==> src/rob_pkg.sv <==
`default_nettype none

package rob_pkg;

    // datapath sizes, fixed because the struct layouts depend on them
    localparam int WORD_SIZE     = 16;
    localparam int NUM_PHYS_REG  = 64;
    localparam int PREG_W        = $clog2(NUM_PHYS_REG);
    localparam int NUM_FLAGS     = 4;
    localparam int MAX_ROB_TAG_W = 5;

    // bit positions inside a flag vector, NZCV from msb down
    localparam int FLAG_V = 0;
    localparam int FLAG_C = 1;
    localparam int FLAG_Z = 2;
    localparam int FLAG_N = 3;

    // branch condition codes, NV is never taken
    typedef enum logic [3:0] {
        EQ, NE, CS, CC,
        MI, PL, VS, VC,
        HI, LS, GE, LT,
        GT, LE, AL, NV
    } bcc_e;

    // what rename hands over on allocation
    typedef struct packed {
        logic [WORD_SIZE-1:0] pc;
        logic [WORD_SIZE-1:0] predicted_pc;
        logic                 is_spec;
        logic                 is_cond_branch;
        logic                 is_store;
        logic                 w_v;
        logic [PREG_W-1:0]    alloc_reg;
        logic [PREG_W-1:0]    freed_reg;
        bcc_e                 bcc_op;
        logic [NUM_FLAGS-1:0] flag_mask;
    } rename_entry_t;

    // one stored buffer entry
    typedef struct packed {
        logic                 valid;
        logic                 wb;
        logic [WORD_SIZE-1:0] pc;
        logic [WORD_SIZE-1:0] predicted_pc;
        logic                 is_spec;
        logic                 is_cond_branch;
        logic                 is_store;
        logic                 w_v;
        logic [PREG_W-1:0]    alloc_reg;
        logic [PREG_W-1:0]    freed_reg;
        bcc_e                 bcc_op;
        logic [NUM_FLAGS-1:0] flag_mask;
        logic [NUM_FLAGS-1:0] flags;
        logic [WORD_SIZE-1:0] resolved_pc;
    } rob_entry_t;

    // one common data bus lane, tag sized for the deepest buffer
    typedef struct packed {
        logic                     valid;
        logic [MAX_ROB_TAG_W-1:0] rob_tag;
        logic [WORD_SIZE-1:0]     result;
        logic [NUM_FLAGS-1:0]     flags;
    } cdb_t;

    // update for the committed rename table
    typedef struct packed {
        logic              w_v;
        logic [PREG_W-1:0] alloc_reg;
        logic [PREG_W-1:0] freed_reg;
    } commit_rename_t;

    typedef struct packed {
        logic [NUM_FLAGS-1:0] mask;
        logic [NUM_FLAGS-1:0] flags;
    } flag_update_t;

endpackage

`default_nettype wire

==> src/flag_file.sv <==
`timescale 1ns/1ps
`default_nettype none

module flag_file
    import rob_pkg::*;
(
    input  wire logic            clk_i,
    input  wire logic            reset_i,
    input  wire logic            upd_valid_i,
    input  flag_update_t         upd_i,
    output logic [NUM_FLAGS-1:0] flags_o
);

    logic [NUM_FLAGS-1:0] flags_q;
    logic [NUM_FLAGS-1:0] flags_n;

    // unmasked bits keep their committed value
    assign flags_n = (flags_q & ~upd_i.mask) | (upd_i.flags & upd_i.mask);

    always_ff @(posedge clk_i)
    begin
        if (reset_i)
        begin
            flags_q <= '0;
        end
        else if (upd_valid_i)
        begin
            flags_q <= flags_n;
        end
    end

    assign flags_o = flags_q;

endmodule

`default_nettype wire

==> src/commit_unit.sv <==
`timescale 1ns/1ps
`default_nettype none

module commit_unit
    import rob_pkg::*;
(
    input  rob_entry_t                head_i,
    input  wire logic [NUM_FLAGS-1:0] flags_i,
    output logic                      retire_o,
    output logic                      flush_o,
    output logic                      phys_valid_o,
    output logic [PREG_W-1:0]         phys_clear_o,
    output logic [PREG_W-1:0]         phys_set_o,
    output logic                      sb_pop_o,
    output logic                      commit_rename_valid_o,
    output commit_rename_t            commit_rename_o,
    output logic                      flag_upd_valid_o,
    output flag_update_t              flag_upd_o,
    output logic [WORD_SIZE-1:0]      redirect_pc_o
);

    logic                 n_f;
    logic                 z_f;
    logic                 c_f;
    logic                 v_f;
    logic                 taken;
    logic                 commit_ok;
    logic [WORD_SIZE-1:0] next_pc;

    assign n_f = flags_i[FLAG_N];
    assign z_f = flags_i[FLAG_Z];
    assign c_f = flags_i[FLAG_C];
    assign v_f = flags_i[FLAG_V];

    // condition code against the architectural flags
    always_comb
    begin
        unique case (head_i.bcc_op)
            EQ: taken = z_f;
            NE: taken = !z_f;
            CS: taken = c_f;
            CC: taken = !c_f;
            MI: taken = n_f;
            PL: taken = !n_f;
            VS: taken = v_f;
            VC: taken = !v_f;
            HI: taken = c_f && !z_f;
            LS: taken = !c_f || z_f;
            GE: taken = (n_f == v_f);
            LT: taken = (n_f != v_f);
            GT: taken = !z_f && (n_f == v_f);
            LE: taken = z_f || (n_f != v_f);
            AL: taken = 1'b1;
            NV: taken = 1'b0;
        endcase
    end

    // not-taken conditional branch falls through to the next word
    always_comb
    begin
        if (head_i.is_cond_branch && !taken)
            next_pc = head_i.pc + WORD_SIZE'(1);
        else
            next_pc = head_i.resolved_pc;
    end

    // resolved_pc only holds a real value once the entry is written back
    assign flush_o = head_i.valid && head_i.wb && head_i.is_spec
                     && (head_i.predicted_pc != next_pc);
    assign redirect_pc_o = next_pc;

    assign commit_ok = head_i.valid && head_i.wb && !flush_o;
    assign retire_o  = commit_ok;

    // register writers other than stores
    assign phys_valid_o = commit_ok && head_i.w_v && !head_i.is_store;
    assign phys_clear_o = head_i.freed_reg;
    assign phys_set_o   = head_i.alloc_reg;

    assign sb_pop_o = commit_ok && head_i.is_store;

    assign commit_rename_valid_o     = commit_ok;
    assign commit_rename_o.w_v       = head_i.w_v;
    assign commit_rename_o.alloc_reg = head_i.alloc_reg;
    assign commit_rename_o.freed_reg = head_i.freed_reg;

    assign flag_upd_valid_o = commit_ok && (|head_i.flag_mask);
    assign flag_upd_o.mask  = head_i.flag_mask;
    assign flag_upd_o.flags = head_i.flags;

endmodule

`default_nettype wire

==> src/rob_buffer.sv <==
`timescale 1ns/1ps
`default_nettype none

module rob_buffer
    import rob_pkg::*;
#(
    parameter int ROB_ENTRY = 8,
    parameter int NUM_FU    = 2
)
(
    input  wire logic                         clk_i,
    input  wire logic                         reset_i,
    input  wire logic                         alloc_valid_i,
    input  rename_entry_t                     alloc_entry_i,
    output logic                              alloc_ready_o,
    output logic [$clog2(ROB_ENTRY)-1:0]      alloc_tag_o,
    input  cdb_t                              cdb_i [NUM_FU],
    input  wire logic                         retire_i,
    input  wire logic                         flush_i,
    output rob_entry_t                        head_o
);

    localparam int TAG_W = $clog2(ROB_ENTRY);
    localparam logic [TAG_W:0] DEPTH = (TAG_W + 1)'(ROB_ENTRY);

    // payload storage, valid and wb live in the control vectors
    rob_entry_t           entry_q [ROB_ENTRY];
    logic [ROB_ENTRY-1:0] valid_q;
    logic [ROB_ENTRY-1:0] wb_q;
    logic [ROB_ENTRY-1:0] valid_n;
    logic [ROB_ENTRY-1:0] wb_n;
    logic [TAG_W-1:0]     alloc_ptr_q;
    logic [TAG_W-1:0]     commit_ptr_q;
    logic [TAG_W:0]       count_q;

    logic                 full;
    logic                 alloc_fire;
    rob_entry_t           alloc_rec;
    logic [ROB_ENTRY-1:0] wb_hit;
    cdb_t                 wb_sel [ROB_ENTRY];

    // wrap at the depth, which need not be a power of two
    function automatic logic [TAG_W-1:0] ptr_inc(input logic [TAG_W-1:0] ptr);
        if (ptr == TAG_W'(ROB_ENTRY - 1))
            return '0;
        else
            return ptr + 1'b1;
    endfunction

    assign full          = (count_q == DEPTH);
    assign alloc_ready_o = !full && !flush_i;
    assign alloc_tag_o   = alloc_ptr_q;
    assign alloc_fire    = alloc_valid_i && alloc_ready_o;

    always_comb
    begin
        alloc_rec                = '0;
        alloc_rec.pc             = alloc_entry_i.pc;
        alloc_rec.predicted_pc   = alloc_entry_i.predicted_pc;
        alloc_rec.is_spec        = alloc_entry_i.is_spec;
        alloc_rec.is_cond_branch = alloc_entry_i.is_cond_branch;
        alloc_rec.is_store       = alloc_entry_i.is_store;
        alloc_rec.w_v            = alloc_entry_i.w_v;
        alloc_rec.alloc_reg      = alloc_entry_i.alloc_reg;
        alloc_rec.freed_reg      = alloc_entry_i.freed_reg;
        alloc_rec.bcc_op         = alloc_entry_i.bcc_op;
        alloc_rec.flag_mask      = alloc_entry_i.flag_mask;
    end

    // per entry tag match, the highest lane index wins
    always_comb
    begin
        for (int i = 0; i < ROB_ENTRY; i++)
        begin
            wb_hit[i] = 1'b0;
            wb_sel[i] = '0;
            for (int j = 0; j < NUM_FU; j++)
            begin
                if (cdb_i[j].valid && valid_q[i] && !wb_q[i]
                    && cdb_i[j].rob_tag[TAG_W-1:0] == TAG_W'(i))
                begin
                    wb_hit[i] = 1'b1;
                    wb_sel[i] = cdb_i[j];
                end
            end
        end
    end

    always_comb
    begin
        valid_n = valid_q;
        wb_n    = wb_q | wb_hit;
        if (alloc_fire)
        begin
            valid_n[alloc_ptr_q] = 1'b1;
            wb_n[alloc_ptr_q]    = 1'b0;
        end
        if (retire_i)
        begin
            valid_n[commit_ptr_q] = 1'b0;
            wb_n[commit_ptr_q]    = 1'b0;
        end
    end

    always_ff @(posedge clk_i)
    begin
        for (int i = 0; i < ROB_ENTRY; i++)
        begin
            if (alloc_fire && alloc_ptr_q == TAG_W'(i))
            begin
                entry_q[i] <= alloc_rec;
            end
            else if (wb_hit[i])
            begin
                entry_q[i].flags <= wb_sel[i].flags;
                // branch target or jump address arrives as the result
                if (entry_q[i].is_spec)
                    entry_q[i].resolved_pc <= wb_sel[i].result;
            end
        end
    end

    always_ff @(posedge clk_i)
    begin
        if (reset_i || flush_i)
        begin
            valid_q      <= '0;
            wb_q         <= '0;
            alloc_ptr_q  <= '0;
            commit_ptr_q <= '0;
            count_q      <= '0;
        end
        else
        begin
            valid_q <= valid_n;
            wb_q    <= wb_n;
            count_q <= count_q + (TAG_W + 1)'(alloc_fire) - (TAG_W + 1)'(retire_i);
            if (alloc_fire)
                alloc_ptr_q <= ptr_inc(alloc_ptr_q);
            if (retire_i)
                commit_ptr_q <= ptr_inc(commit_ptr_q);
        end
    end

    always_comb
    begin
        head_o       = entry_q[commit_ptr_q];
        head_o.valid = valid_q[commit_ptr_q];
        head_o.wb    = wb_q[commit_ptr_q];
    end

    // allocation only ever lands on a free slot
    a_no_alloc_full: assert property (@(posedge clk_i) disable iff (reset_i)
        alloc_fire |-> !valid_q[alloc_ptr_q]);

    // commit side may only retire a written-back head
    a_retire_wb: assert property (@(posedge clk_i) disable iff (reset_i)
        retire_i |-> wb_q[commit_ptr_q]);

endmodule

`default_nettype wire

==> src/rob_top.sv <==
`timescale 1ns/1ps
`default_nettype none

module rob_top
    import rob_pkg::*;
#(
    parameter int ROB_ENTRY = 8,
    parameter int NUM_FU    = 2
)
(
    input  wire logic                    clk_i,
    input  wire logic                    reset_i,
    input  wire logic                    rename_valid_i,
    output logic                         rename_ready_o,
    input  rename_entry_t                rename_entry_i,
    output logic [$clog2(ROB_ENTRY)-1:0] rename_tag_o,
    input  cdb_t                         cdb_i [NUM_FU],
    output logic                         phys_valid_o,
    output logic [PREG_W-1:0]            phys_clear_o,
    output logic [PREG_W-1:0]            phys_set_o,
    output logic                         sb_pop_o,
    output logic                         commit_rename_valid_o,
    output commit_rename_t               commit_rename_o,
    output logic                         mispredict_o,
    output logic [WORD_SIZE-1:0]         redirect_pc_o,
    output logic [NUM_FLAGS-1:0]         flags_o
);

    rob_entry_t           head;
    logic                 retire;
    logic                 flush;
    logic                 flag_upd_valid;
    flag_update_t         flag_upd;
    logic [NUM_FLAGS-1:0] flags;

    rob_buffer #(
        .ROB_ENTRY (ROB_ENTRY),
        .NUM_FU    (NUM_FU)
    ) u_buffer (
        .clk_i         (clk_i),
        .reset_i       (reset_i),
        .alloc_valid_i (rename_valid_i),
        .alloc_entry_i (rename_entry_i),
        .alloc_ready_o (rename_ready_o),
        .alloc_tag_o   (rename_tag_o),
        .cdb_i         (cdb_i),
        .retire_i      (retire),
        .flush_i       (flush),
        .head_o        (head)
    );

    commit_unit u_commit (
        .head_i                (head),
        .flags_i               (flags),
        .retire_o              (retire),
        .flush_o               (flush),
        .phys_valid_o          (phys_valid_o),
        .phys_clear_o          (phys_clear_o),
        .phys_set_o            (phys_set_o),
        .sb_pop_o              (sb_pop_o),
        .commit_rename_valid_o (commit_rename_valid_o),
        .commit_rename_o       (commit_rename_o),
        .flag_upd_valid_o      (flag_upd_valid),
        .flag_upd_o            (flag_upd),
        .redirect_pc_o         (redirect_pc_o)
    );

    flag_file u_flags (
        .clk_i       (clk_i),
        .reset_i     (reset_i),
        .upd_valid_i (flag_upd_valid),
        .upd_i       (flag_upd),
        .flags_o     (flags)
    );

    // flush doubles as the frontend redirect strobe
    assign mispredict_o = flush;
    assign flags_o      = flags;

endmodule

`default_nettype wire

==> config.mk <==
export PLATFORM = sky130hd
export DESIGN_NAME = rob_top
export DESIGN_NICKNAME = d
export VERILOG_FILES = /design/src/rob_pkg.sv /design/src/flag_file.sv /design/src/commit_unit.sv /design/src/rob_buffer.sv /design/src/rob_top.sv
export SDC_FILE = /design/constraint.sdc
export NUM_CORES = 1
export LEC_CHECK = 0
export CAP_MARGIN = 5
export CORE_MARGIN = 5
export CORE_UTILIZATION = 50
export DETAILED_ROUTE_END_ITERATION = 8
export DONT_BUFFER_PORTS = 1
export RECOVER_POWER = 25
export SYNTH_ARGS = -nofsm -noshare
export SYNTH_HDL_FRONTEND = slang
export SYNTH_SLANG_ARGS = --single-unit
==> constraint.sdc <==
create_clock -name clk_i -period 5.9 [get_ports clk_i]
set_input_delay 0.59 -clock clk_i [delete_from_list [all_inputs] [get_ports clk_i]]
set_output_delay 0.59 -clock clk_i [all_outputs]
set_load 0.01 [all_outputs]
==> results.py <==
metrics = {
    "status": {
        "status": "finished, final reports clean",
    },
    "route": {
        "viasPerCell": 6.278,
        "dr_wl_met3_microns": 5293,
        "route.detailed.drc": 0,
        "drt-initial-drc-count": 1589,
        "drtAntennaViolNets": 0,
        "wl_microns": 76630,
        "met2_length_microns": 38110,
        "met1_length_microns": 31520,
        "route.vias.total": 17260,
        "firstDrtPassIters": 6,
        "highest_layer": "met4",
        "avgRoutedWirePerCell_microns": 27.87,
    },
    "power_and_ir_drop": {
        "swShare": 0.2366,
        "p_leak_nw": 10.50,
        "powerDensity_nw_per_um2": 313.6,
        "pwr-share-clk": 0.395,
        "p_comb_frac": 0.097,
        "intPower_mw": 7.981,
        "p_seq_frac": 0.507,
        "peakVddDrop_mv": 0.2302,
        "p_sw_mw": 2.473,
        "power_mw": 10.45,
    },
    "timing": {
        "hold_viol": 0,
        "worst_pin_slew_ns": 1.208,
        "fmax_mhz": 177.4,
        "slew_headroom": 0.1920,
        "rsz0062_at_grt": "no",
        "whs_ns": 0.06753,
        "skew_ns": 0.02589,
        "setup_violations": 0,
        "finalCriticalPeriod_ns": 5.637,
        "layout_worst_path_cycle_share": 0.9554,
        "finalSetupTns_ns": 0,
        "slew_violations": 0,
    },
    "yosys": {
        "synth_top_area_cell": "edfxtp_1",
        "synth_cell_type_count": 76,
        "synth_top_area_frac": 0.6060,
        "synthTopCellsByArea": "edfxtp_1 61%, mux4_2 11%, mux2_2 4.1%",
        "syn_area_sq_um": 30130,
        "synthFlopType": "edfxtp_1",
        "async_flop_share": 0,
        "seq_area_frac_synth": 0.6279,
        "synth.avg_cell_area_sq_um": 15.78,
        "syn_nets": 2035,
        "ys.warnings.count": 0,
        "synth-seq-cells": 641,
        "synth_common_cells": "608 x edfxtp_1, 176 x nand2_1, 150 x mux4_2",
        "yosysMostFrequentCell": "edfxtp_1",
        "synth_cells": 1909,
        "synth_edf_count": 608,
    },
    "final_layout": {
        "fin_nets": 2041,
        "fin_util": 0.5554,
        "antennaDiodeCount": 0,
        "stdcell_count": 2750,
        "area_growth_pct": 10.63,
        "drive_gt1_frac": 0.3034,
    },
    "placed_design": {
        "place_congestion": 0.8580,
        "port_buffers": 0,
        "dpl.cell_count": 2615,
        "hpwlAfterDp_microns": 48360,
    },
    "setup_path": {
        "arrival_ns": 5.05,
        "required_ns": 5.31,
        "cp-end-kind": "primary output",
        "worstSetupPathType": "reg2out",
        "start_kind": "flip-flop",
        "critPathMaxFanout": 28,
    },
    "run": {
        "maxCapViolCount": 0,
    },
    "floorplanning": {
        "core_area_sq_um": 60020,
        "io_pins": 164,
        "die_h_microns": 255.5,
        "start_util": 0.5020,
        "rows": 90,
        "dieArea_sq_um": 65270,
        "die_w_microns": 255.5,
    },
    "cts": {
        "cts_tree": "built",
        "cts_sinks": 641,
        "cts-htree-levels": 3,
        "clk_pin_slew_ns": 0.06,
        "root_buffer": "clkbuf_16",
        "numCtsBuffers": 69,
        "cts_buffer_depth": 3,
        "clk-insertion-delay-late_ns": 0.60,
        "cts_hold_buf": 0,
    },
    "global_routing": {
        "grt_pass1_vias": 17550,
        "grt_max_degree": 50,
        "antenna_found_initial": 2,
        "grt-ovfl-total": 0,
        "grt_pass1_wl_microns": 114500,
        "grtUsageTotal": 0.2299,
    },
    "hold_path": {
        "worst_hold_path_type": "in2reg",
    },
}
==> metal layers <==
metal / vias up / GRT usage
met1: 8947 / 0.3122
met5: - / 0
met3: 136 / 0.04394
met2: 609 / 0.3866
met4: 0 / 0.06192
li1: 7572 / -
==> worst max-delay path: stages (launching register included) <==
cell     delay, ns
dfxtp_4       0.51
buf_12        0.21
mux4_2        0.51
mux2_2        0.33
ha_1          0.24
nand4_1       0.26
nor3_1        0.12
xnor2_1       0.20
a221o_1       0.40
o41ai_2       0.31
o221a_2       0.39
a211o_4       0.33
inv_2         0.07
buf_4         0.26
nor2_1        0.27
==> what timing repair did <==
action,in CTS,in global routing
buffers inserted,1,9
pin swaps,0,1
resized for setup,0,5
setup endpoints to repair,1,1
cloned,0,1
==> registers in the layout, indices dropped and copies added (netlist names), named ones only <==
name	flops
u_buffer.wb_q	8
u_buffer.entry_q	608
u_buffer.alloc_tag_o	3
u_buffer.commit_ptr_q	3
u_buffer.count_q	4
u_buffer.valid_q	8
==> logic make-up (layout without fill, tap and decap cells) <==
logic type / after synthesis / count (layout) / share of synthesized area
DFF: 641 / 641 / 0.6279
and+or+nand+nor: 375 / 375 / 0.06109
AOI/OAI and AO/OA: 353 / 353 / 0.08891
muxes: 318 / 318 / 0.1736
buffers and inverters: 172 / 231 / 0.03098
xor gates and xnor gates: 35 / 35 / 0.01109
adders and majority gates: 15 / 15 / 0.006478
==> power groups by stage <==
stage          logic (mW)  registers, mW  clock network, mW
2_1_floorplan       0.714           5.37                  0
3_3_place_gp         1.01           5.39                  0
3_5_place_dp         1.02           5.40                  0
4_1_cts              1.03           5.30               4.20
5_1_grt              1.09           5.32               4.39
6_report             1.02           5.30               4.13
==> final timing paths <==
path | from | end | slack, ns | depth (start not counted)
worst max-delay path | flip-flop | rename_ready_o | 0.26 | 14
worst min-delay path | reset_i | u_buffer.wb_q[0] | 0.07 | 1
worst max register to register | flip-flop | u_buffer.entry_q[2][65] | 0.60 | 13
worst min register to register | u_buffer.valid_q[3] | u_buffer.valid_q[3] | 0.51 | 2
==> final cells by class <==
cell class                      instances  area, sq um
Clock inverter                         38        304.0
Multi-Input combinational cell       1096        10360
Sequential cell                       641        18930
Timing Repair Buffer                   89        869.6
Fill cell                            4706        26690
Inverter                               18        67.56
Tap cell                              782        978.4
Clock buffer                           86         1822
==> layout by cell type (no fill, tap or decap), drive strengths merged, types with 21 or more instances in the layout <==
cell | synthesis | routed
clkinv | 0 | 28
buf | 77 | 88
edfxtp | 608 | 608
a21oi | 190 | 190
nor2 | 44 | 44
and2 | 24 | 24
clkbuf | 77 | 87
mux4 | 150 | 150
inv | 18 | 22
a22o | 64 | 64
a21o | 21 | 21
nor3 | 31 | 31
dfxtp | 33 | 33
nand2 | 176 | 176
mux2 | 110 | 110
mux2i | 58 | 58
==> stage by stage <==
stage	area (sq um)	setup WS (ns)
CTS	33180	0.08925
detailed placement	31030	0.3111
finish	33330	0.2631
floorplan	30130	0.6614
global placement	31030	0.3498
global route	33330	0.009519
(Power assumes the default switching activity.)
